$ cat src/rtl/rv_decode_defines.svh
`ifndef RV_DECODE_DEFINES_SVH
`define RV_DECODE_DEFINES_SVH

// Data and address width for RV32I
`define RV_XLEN 32

// Major opcode field, instr[6:0]
`define RV_OPCODE_W 7

// Immediate select code width
`define RV_IMM_SEL_W 4

// First fetch address out of reset
`define RV_RESET_PC 32'h0000_0000

`endif

$ cat src/rtl/rv_decode_pkg.sv
`default_nettype none

`include "rv_decode_defines.svh"

package rv_decode_pkg;

    // RV32I major opcodes, ISA encodings
    typedef enum logic [`RV_OPCODE_W-1:0] {
        LUI      = 7'b0110111,
        AUIPC    = 7'b0010111,
        JAL      = 7'b1101111,
        // Distinct from JAL in bit 3
        JALR     = 7'b1100111,
        BRANCH   = 7'b1100011,
        LOAD     = 7'b0000011,
        STORE    = 7'b0100011,
        OP_IMM   = 7'b0010011,
        OP       = 7'b0110011,
        // FENCE
        MISC_MEM = 7'b0001111,
        // ECALL and EBREAK
        SYSTEM   = 7'b1110011
    } opcode_e;

    // Immediate format select
    typedef enum logic [`RV_IMM_SEL_W-1:0] {
        IMM_NONE = 4'h0,
        IMM_I    = 4'h1,
        IMM_S    = 4'h2,
        IMM_B    = 4'h3,
        IMM_U    = 4'h4,
        IMM_J    = 4'h5
    } imm_sel_e;

endpackage

`default_nettype wire

$ cat src/rtl/imm_gen.sv
`timescale 1ns/1ns
`default_nettype none

`include "rv_decode_defines.svh"

module imm_gen (
    input  wire logic [`RV_XLEN-1:0]     instr,
    input  rv_decode_pkg::imm_sel_e      imm_sel,
    output logic      [`RV_XLEN-1:0]     imm
);

    // Sign bit of every signed format
    logic sign;

    assign sign = instr[31];

    always_comb begin
        case (imm_sel)
            // Loads, JALR, ALU immediates
            rv_decode_pkg::IMM_I: begin
                imm = {{20{sign}}, instr[31:20]};
            end
            // Stores, offset split around rs2
            rv_decode_pkg::IMM_S: begin
                imm = {{20{sign}}, instr[31:25], instr[11:7]};
            end
            // Branch offset, always even
            rv_decode_pkg::IMM_B: begin
                imm = {{19{sign}}, sign, instr[7], instr[30:25],
                       instr[11:8], 1'b0};
            end
            // LUI and AUIPC, low 12 bits zero
            rv_decode_pkg::IMM_U: begin
                imm = {instr[31:12], 12'h000};
            end
            // JAL offset, 21 bits before extension
            rv_decode_pkg::IMM_J: begin
                imm = {{11{sign}}, sign, instr[19:12], instr[20],
                       instr[30:21], 1'b0};
            end
            default: begin
                // No immediate for this class
                imm = '0;
            end
        endcase
    end

endmodule

`default_nettype wire

$ cat src/rtl/decode_ctl.sv
`timescale 1ns/1ns
`default_nettype none

`include "rv_decode_defines.svh"

module decode_ctl (
    input  wire logic                   clk,
    input  wire logic                   rst,
    input  wire logic                   stall,
    input  wire logic                   fd_valid,
    input  wire logic [`RV_XLEN-1:0]    fd_pc,
    input  wire logic [`RV_XLEN-1:0]    fd_instr,
    output logic                        valid_exe,
    output logic      [`RV_XLEN-1:0]    pc_exe,
    output logic      [`RV_XLEN-1:0]    instr_exe,
    output rv_decode_pkg::imm_sel_e     imm_sel,
    output logic      [`RV_XLEN-1:0]    imm_exe,
    output logic                        illegal
);

    rv_decode_pkg::opcode_e   opcode;
    rv_decode_pkg::imm_sel_e  imm_sel_d;
    logic                     illegal_d;
    logic [`RV_XLEN-1:0]      imm_d;
    logic                     consume;

    // Instruction taken toward execute this cycle
    assign consume = fd_valid & ~stall;

    assign opcode = rv_decode_pkg::opcode_e'(fd_instr[`RV_OPCODE_W-1:0]);

    // Opcode class to immediate format
    always_comb begin
        imm_sel_d = rv_decode_pkg::IMM_NONE;
        illegal_d = 1'b0;
        case (opcode)
            // Upper immediates
            rv_decode_pkg::LUI,
            rv_decode_pkg::AUIPC: begin
                imm_sel_d = rv_decode_pkg::IMM_U;
            end
            rv_decode_pkg::JAL: begin
                imm_sel_d = rv_decode_pkg::IMM_J;
            end
            // JALR, loads and ALU immediates share the I layout
            rv_decode_pkg::JALR,
            rv_decode_pkg::LOAD,
            rv_decode_pkg::OP_IMM: begin
                imm_sel_d = rv_decode_pkg::IMM_I;
            end
            // SB, SH, SW
            rv_decode_pkg::STORE: begin
                imm_sel_d = rv_decode_pkg::IMM_S;
            end
            // BEQ through BGEU
            rv_decode_pkg::BRANCH: begin
                imm_sel_d = rv_decode_pkg::IMM_B;
            end
            // Register ops, FENCE, ECALL/EBREAK carry no immediate
            rv_decode_pkg::OP,
            rv_decode_pkg::MISC_MEM,
            rv_decode_pkg::SYSTEM: begin
                imm_sel_d = rv_decode_pkg::IMM_NONE;
            end
            default: begin
                // Not an RV32I major opcode
                illegal_d = 1'b1;
            end
        endcase
    end

    imm_gen u_imm_gen (
        .instr   (fd_instr),
        .imm_sel (imm_sel_d),
        .imm     (imm_d)
    );

    // Control side of the execute register
    always_ff @(posedge clk) begin
        if (rst) begin
            valid_exe <= 1'b0;
            imm_sel   <= rv_decode_pkg::IMM_NONE;
            illegal   <= 1'b0;
        end else begin
            // One-cycle strobe per consumed instruction
            valid_exe <= consume;
            if (consume) begin
                imm_sel <= imm_sel_d;
                illegal <= illegal_d;
            end
        end
    end

    // Payload side, loaded with the select
    always_ff @(posedge clk) begin
        if (consume) begin
            pc_exe    <= fd_pc;
            instr_exe <= fd_instr;
            imm_exe   <= imm_d;
        end
    end

endmodule

`default_nettype wire

$ cat src/rtl/fetch_decode_reg.sv
`timescale 1ns/1ns
`default_nettype none

`include "rv_decode_defines.svh"

module fetch_decode_reg (
    input  wire logic                clk,
    input  wire logic                rst,
    input  wire logic                stall,
    input  wire logic                fetch_valid,
    input  wire logic [`RV_XLEN-1:0] fetch_pc,
    input  wire logic [`RV_XLEN-1:0] fetch_instr,
    output logic                     fd_valid,
    output logic      [`RV_XLEN-1:0] fd_pc,
    output logic      [`RV_XLEN-1:0] fd_instr
);

    // Valid bit, bubble when fetch has nothing
    always_ff @(posedge clk) begin
        if (rst) begin
            fd_valid <= 1'b0;
        end else if (!stall) begin
            fd_valid <= fetch_valid;
        end
    end

    // PC and instruction word
    // held as long as stall is up
    always_ff @(posedge clk) begin
        if (!stall) begin
            fd_pc    <= fetch_pc;
            fd_instr <= fetch_instr;
        end
    end

endmodule

`default_nettype wire

$ cat src/rtl/fetch_unit.sv
`timescale 1ns/1ns
`default_nettype none

`include "rv_decode_defines.svh"

module fetch_unit (
    input  wire logic                clk,
    input  wire logic                rst,
    input  wire logic                stall,
    input  wire logic [`RV_XLEN-1:0] imem_rdata,
    output logic      [`RV_XLEN-1:0] imem_addr,
    output logic                     imem_req,
    output logic                     fetch_valid,
    output logic      [`RV_XLEN-1:0] fetch_pc,
    output logic      [`RV_XLEN-1:0] fetch_instr
);

    // Next address to issue
    logic [`RV_XLEN-1:0] pc;
    // Address of the word now in flight
    logic [`RV_XLEN-1:0] issued_pc;
    // Request outstanding, data returns this cycle
    logic                pending;
    // Low for one cycle out of reset
    logic                active;

    // Issue whenever decode is not stalled
    assign imem_req  = active & ~stall;
    assign imem_addr = pc;

    // Memory word arrives one cycle after the request
    assign fetch_valid = pending;
    assign fetch_pc    = issued_pc;
    assign fetch_instr = imem_rdata;

    always_ff @(posedge clk) begin
        if (rst) begin
            pc      <= `RV_RESET_PC;
            pending <= 1'b0;
            active  <= 1'b0;
        end else begin
            active  <= 1'b1;
            pending <= imem_req;
            if (imem_req) begin
                pc <= pc + `RV_XLEN'(4);
            end else if (pending && stall) begin
                // Returning word is dropped by the stalled buffer
                // Point back at it so it is fetched again
                pc <= issued_pc;
            end
        end
    end

    // Issued address, payload only
    always_ff @(posedge clk) begin
        if (imem_req) begin
            issued_pc <= pc;
        end
    end

endmodule

`default_nettype wire

$ cat src/rtl/rv_decode_top.sv
`timescale 1ns/1ns
`default_nettype none

`include "rv_decode_defines.svh"

module rv_decode_top (
    input  wire logic                   clk,
    input  wire logic                   rst,
    input  wire logic                   stall,
    input  wire logic [`RV_XLEN-1:0]    imem_rdata,
    output logic      [`RV_XLEN-1:0]    imem_addr,
    output logic                        imem_req,
    output logic                        valid_exe,
    output logic      [`RV_XLEN-1:0]    pc_exe,
    output logic      [`RV_XLEN-1:0]    instr_exe,
    output rv_decode_pkg::imm_sel_e     imm_sel,
    output logic      [`RV_XLEN-1:0]    imm_exe,
    output logic                        illegal
);

    // Fetch to buffer
    logic                fetch_valid;
    logic [`RV_XLEN-1:0] fetch_pc;
    logic [`RV_XLEN-1:0] fetch_instr;

    // Buffer to decode
    logic                fd_valid;
    logic [`RV_XLEN-1:0] fd_pc;
    logic [`RV_XLEN-1:0] fd_instr;

    // PC and instruction memory port
    fetch_unit u_fetch_unit (
        .clk         (clk),
        .rst         (rst),
        .stall       (stall),
        .imem_rdata  (imem_rdata),
        .imem_addr   (imem_addr),
        .imem_req    (imem_req),
        .fetch_valid (fetch_valid),
        .fetch_pc    (fetch_pc),
        .fetch_instr (fetch_instr)
    );

    // Fetch/decode pipeline register
    fetch_decode_reg u_fetch_decode_reg (
        .clk         (clk),
        .rst         (rst),
        .stall       (stall),
        .fetch_valid (fetch_valid),
        .fetch_pc    (fetch_pc),
        .fetch_instr (fetch_instr),
        .fd_valid    (fd_valid),
        .fd_pc       (fd_pc),
        .fd_instr    (fd_instr)
    );

    // Opcode class, immediate and execute register
    decode_ctl u_decode_ctl (
        .clk       (clk),
        .rst       (rst),
        .stall     (stall),
        .fd_valid  (fd_valid),
        .fd_pc     (fd_pc),
        .fd_instr  (fd_instr),
        .valid_exe (valid_exe),
        .pc_exe    (pc_exe),
        .instr_exe (instr_exe),
        .imm_sel   (imm_sel),
        .imm_exe   (imm_exe),
        .illegal   (illegal)
    );

endmodule

`default_nettype wire

$ cat config.mk
export PLATFORM = sky130hd
export DESIGN_NAME = rv_decode_top
export DESIGN_NICKNAME = d
export VERILOG_FILES = /design/src/rtl/rv_decode_pkg.sv /design/src/rtl/imm_gen.sv /design/src/rtl/decode_ctl.sv /design/src/rtl/fetch_decode_reg.sv /design/src/rtl/fetch_unit.sv /design/src/rtl/rv_decode_top.sv
export VERILOG_INCLUDE_DIRS = /design/src /design/src/rtl
export SDC_FILE = /design/constraint.sdc
export NUM_CORES = 1
export LEC_CHECK = 0
export ABC_AREA = 1
export BUFFER_PORTS_ARGS = -buffer_cell sky130_fd_sc_hd__clkbuf_2
export CAP_MARGIN = 0
export CORE_ASPECT_RATIO = 2
export CORE_UTILIZATION = 45
export CTS_CLUSTER_SIZE = 30
export DETAILED_ROUTE_END_ITERATION = 16
export GPL_ROUTABILITY_DRIVEN = 0
export PLACE_DENSITY = 0.7
export SLEW_MARGIN = 5
export SYNTH_ARGS = -nofsm -noshare
export SYNTH_HDL_FRONTEND = slang
export SYNTH_SLANG_ARGS = --single-unit
export TNS_END_PERCENT = 50
$ cat constraint.sdc
create_clock -name clk -period 2.55 [get_ports clk]
set_clock_uncertainty 0.05 [all_clocks]
set_input_delay 0.1275 -clock clk [delete_from_list [all_inputs] [get_ports clk]]
set_output_delay 0.1275 -clock clk [all_outputs]
set_load 0.03 [all_outputs]
==> flow_summary.yaml <==
status:
  status: "finished clean"
synth:
  yosys.area_share.adder_pct: 0.1430
  synth_compound_area_share_pct: 5.961
  netlist-cell-type-count: 36
  synthMuxAreaShare_pct: 0
  synth_cells: 688
  yosysWarnings: 0
  syn_area_um2: 8752
  synthXorXnorAreaFrac_pct: 0.9006
  yosys.area_share.simple_pct: 14.44
  synth_top_family_by_area: "simple AND/OR/NAND/NOR gates"
  synthesis.nets: 724
  ys_seq_elements: 232
  ys_seq_area_share_pct: 75.03
  syn_area_per_cell_um2: 12.72
flow_run:
  drv_cap: 0
route:
  routed_wl_mm: 20.09
  drt-initial-drc-count: 287
  via_count: 5852
  post-route-drc-count: 0
  route.antenna.remaining_nets: 0
  via_per_inst: 4.947
  avgRoutedWirePerCell_um: 16.98
  dr.pass1.iters: 6
setup_path:
  startpoint_type: "input pin"
  cp-end-kind: "output pin"
  cp.required_ns: 2.37
  crit_fanout: 16
  cp_cell_sequence: "dlygate4sd3_1 > clkbuf_2 > inv_2 > nand2_2 > inv_1 > buf_4 > clkbuf_2"
  cp_data_arrival_time_ns: 1.70
  cp_slowest_cell: "dlygate4sd3_1"
  critical_path_class: "in -> out"
  crit_top_cell: "clkbuf_2"
  reg2reg_depth: 6
  cp_slowest_stage_delay_ns: 0.53
sta:
  max_freq_mhz: 531.8
  finalMaxSlewViolations: 0
  finalWorstSetupSlack_ns: 0.6696
  tightest_slew_ns: 0.7126
  hold_violations: 0
  max_slew_margin_pct: 52.44
  finalSetupTns_ns: 0
  min_period_over_period_pct: 73.74
  setup_viol: 0
  rsz0062_at_grt: "no"
  fin_crit_ns: 1.880
floorplan:
  die_area_um2: 20050
  die_h_um: 199.2
  die_width_um: 100.6
  fp-row-count: 71
  initial_core_util_pct: 46.25
  io_pins: 170
  coreArea_um2: 18920
global_route:
  grt_pass1_wl_mm: 30.50
  grt_antenna_before_repair: 0
  met3_usage_pct: 2.658
  grt_overflow: 0
  grt_usage_pct: 20.20
  top_usage_layer: "met2"
  grt_max_degree: 35
  met1_usage_pct: 20.20
  met2_usage_pct: 38.46
  first_global_vias: 5828
placement:
  placed_area_um2: 9996
  place_ws_ns: 0.7541
  io_buffers: 168
  dp.final_hpwl_mm: 14.73
cells_and_area:
  final_common_cell: "edfxtp_1"
  seq_area_um2: 6566
  mostFrequentLayoutCells: "192 x edfxtp_1, 180 x nand2_1, 168 x clkbuf_2"
  layout.nets: 950
  area_growth_pct: 25.16
  postLayoutCoreUtil_pct: 57.89
  num_antenna_cells: 0
  multi_input_area_um2: 1881
  fillCellCount: 1535
  fin_area_um2: 10950
  layout-drive-gt1-share_pct: 28.13
pwr:
  leakage_nw: 4.278
  power.density_nw_per_um2: 700.4
  vdd_drop_max_uv: 631.8
cts:
  path_clk_slew_ns: 0.07
  cts_resized: 0
  cts-buffers-inserted: 20
  root_buffer: "clkbuf_16"
  htree_levels: 1
  cts_sinks: 232
  clockBufferDepth: 3
  clk_latency_ns: 0.49
  postCtsSetupRepairBufs: 0
  cts_tree: "done"
hold_path:
  timing.hold.worst.class: "in -> reg"
  min_path_cells: 2
path summary, 6_finish.rpt:
| path | end | start | slack (ns) |
|---|---|---|---|
| hold / removal | u_fetch_decode_reg.fd_instr[9] | imem_rdata[9] | 0.31 |
| setup reg to reg | u_decode_ctl.imm_exe[28] | u_fetch_decode_reg.fd_instr[1] | 0.75 |
| setup / recovery | imem_req | stall | 0.67 |
| hold reg to reg | u_decode_ctl.pc_exe[2] | u_fetch_decode_reg.fd_pc[2] | 0.36 |
flip-flops by register name, indices dropped and copies added, names as in the netlist:
| register | count |
|---|---|
| u_decode_ctl.imm_exe | 32 |
| u_decode_ctl.instr_exe | 32 |
| u_decode_ctl.pc_exe | 32 |
| u_fetch_decode_reg.fd_instr | 32 |
| u_fetch_decode_reg.fd_pc | 32 |
| u_fetch_unit.fetch_pc | 32 |
| u_fetch_unit.imem_addr | 32 |
| u_decode_ctl.imm_sel | 3 |
| u_decode_ctl.illegal | 1 |
| u_decode_ctl.valid_exe | 1 |
| u_fetch_decode_reg.fd_valid | 1 |
| u_fetch_unit.active | 1 |
| u_fetch_unit.fetch_valid | 1 |
per-layer routing:
| metal | routed length (um) | vias to the layer above | part of all wire (%) |
|---|---|---|---|
| met2 | 11200 | 208 | 56 |
| met4 | 1188 | 0 | 5.9 |
| met1 | 6686 | 2774 | 33 |
| li1 | - | 2815 | - |
| met3 | 1015 | 55 | 5.1 |
| met5 | 0 | - | 0 |
logic make-up after synthesis:
group           after synthesis
compound gates               83
buf+inv                      75
other cells                   1
xor+xnor                      9
flops                       232
simple gates                287
fa+ha+maj                     1
cells in the mapped netlist:
master / number / area [um^2]
a21oi_1: 10 / 50.05
a21oi_2: 1 / 8.760
nand2_2: 7 / 43.79
o21ai_0: 34 / 170.2
ha_1: 1 / 12.51
inv_2: 8 / 30.03
nor3_2: 3 / 30.03
nand2_1: 180 / 675.7
conb_1: 1 / 3.750
nand4_1: 6 / 37.54
o211ai_1: 1 / 7.510
o21ai_1: 8 / 40.04
a32o_1: 6 / 60.06
buf_6: 1 / 11.26
o21ai_2: 12 / 105.1
nor3_1: 8 / 40.04
dfxtp_1: 40 / 800.8
nor3_4: 1 / 16.27
o221ai_1: 1 / 8.760
buf_2: 4 / 20.02
a22oi_1: 1 / 7.510
a22o_1: 3 / 26.28
nand3_4: 2 / 35.03
buf_4: 3 / 22.52
nor2_1: 48 / 180.2
xor2_1: 8 / 70.07
xnor2_1: 1 / 8.760
nand2_4: 2 / 22.52
nand3_2: 2 / 20.02
nor2_4: 2 / 22.52
a31oi_1: 6 / 37.54
inv_1: 53 / 198.9
nand3_1: 18 / 90.09
nor2_2: 8 / 50.05
clkbuf_1: 6 / 22.52
edfxtp_1: 192 / 5766
worst max-delay path, delay by kind of cell:
family / cells / cell delay (ns)
buf+inv: 6 / 1.42
simple gates: 1 / 0.14
through the flow:
stage | hold WS, ns | power, mW | std cells
detailed placement | 0.2564 | 4.851 | 1113
finish | 0.3094 | 7.672 | 1183
global placement | 0.2551 | 4.842 | 1113
floorplan | 0.1764 | 4.670 | 688
global route | 0.2940 | 7.932 | 1183
CTS | 0.2906 | 7.732 | 1183
final cells by class:
cell class / instances / area share (%)
repair buffers: 218 / 12.22
clock buffers: 25 / 5.026
multi-input cells: 381 / 17.17
well taps: 255 / 2.913
flip-flops and latches: 232 / 59.94
clock inverters: 11 / 0.6168
inverters: 61 / 2.113
where the power goes:
group | internal [mW] | total, mW | switching, mW
clock | 1.55 | 2.87 | 1.32
combinational | 0.142 | 0.463 | 0.321
sequential | 4.26 | 4.34 | 0.0840
what timing repair did:
action                     4_1_cts  5_1_grt
hold buffers                    34        0
hold endpoints to repair        43        0
setup endpoints to repair        0        0
(Power assumes the default switching activity.)
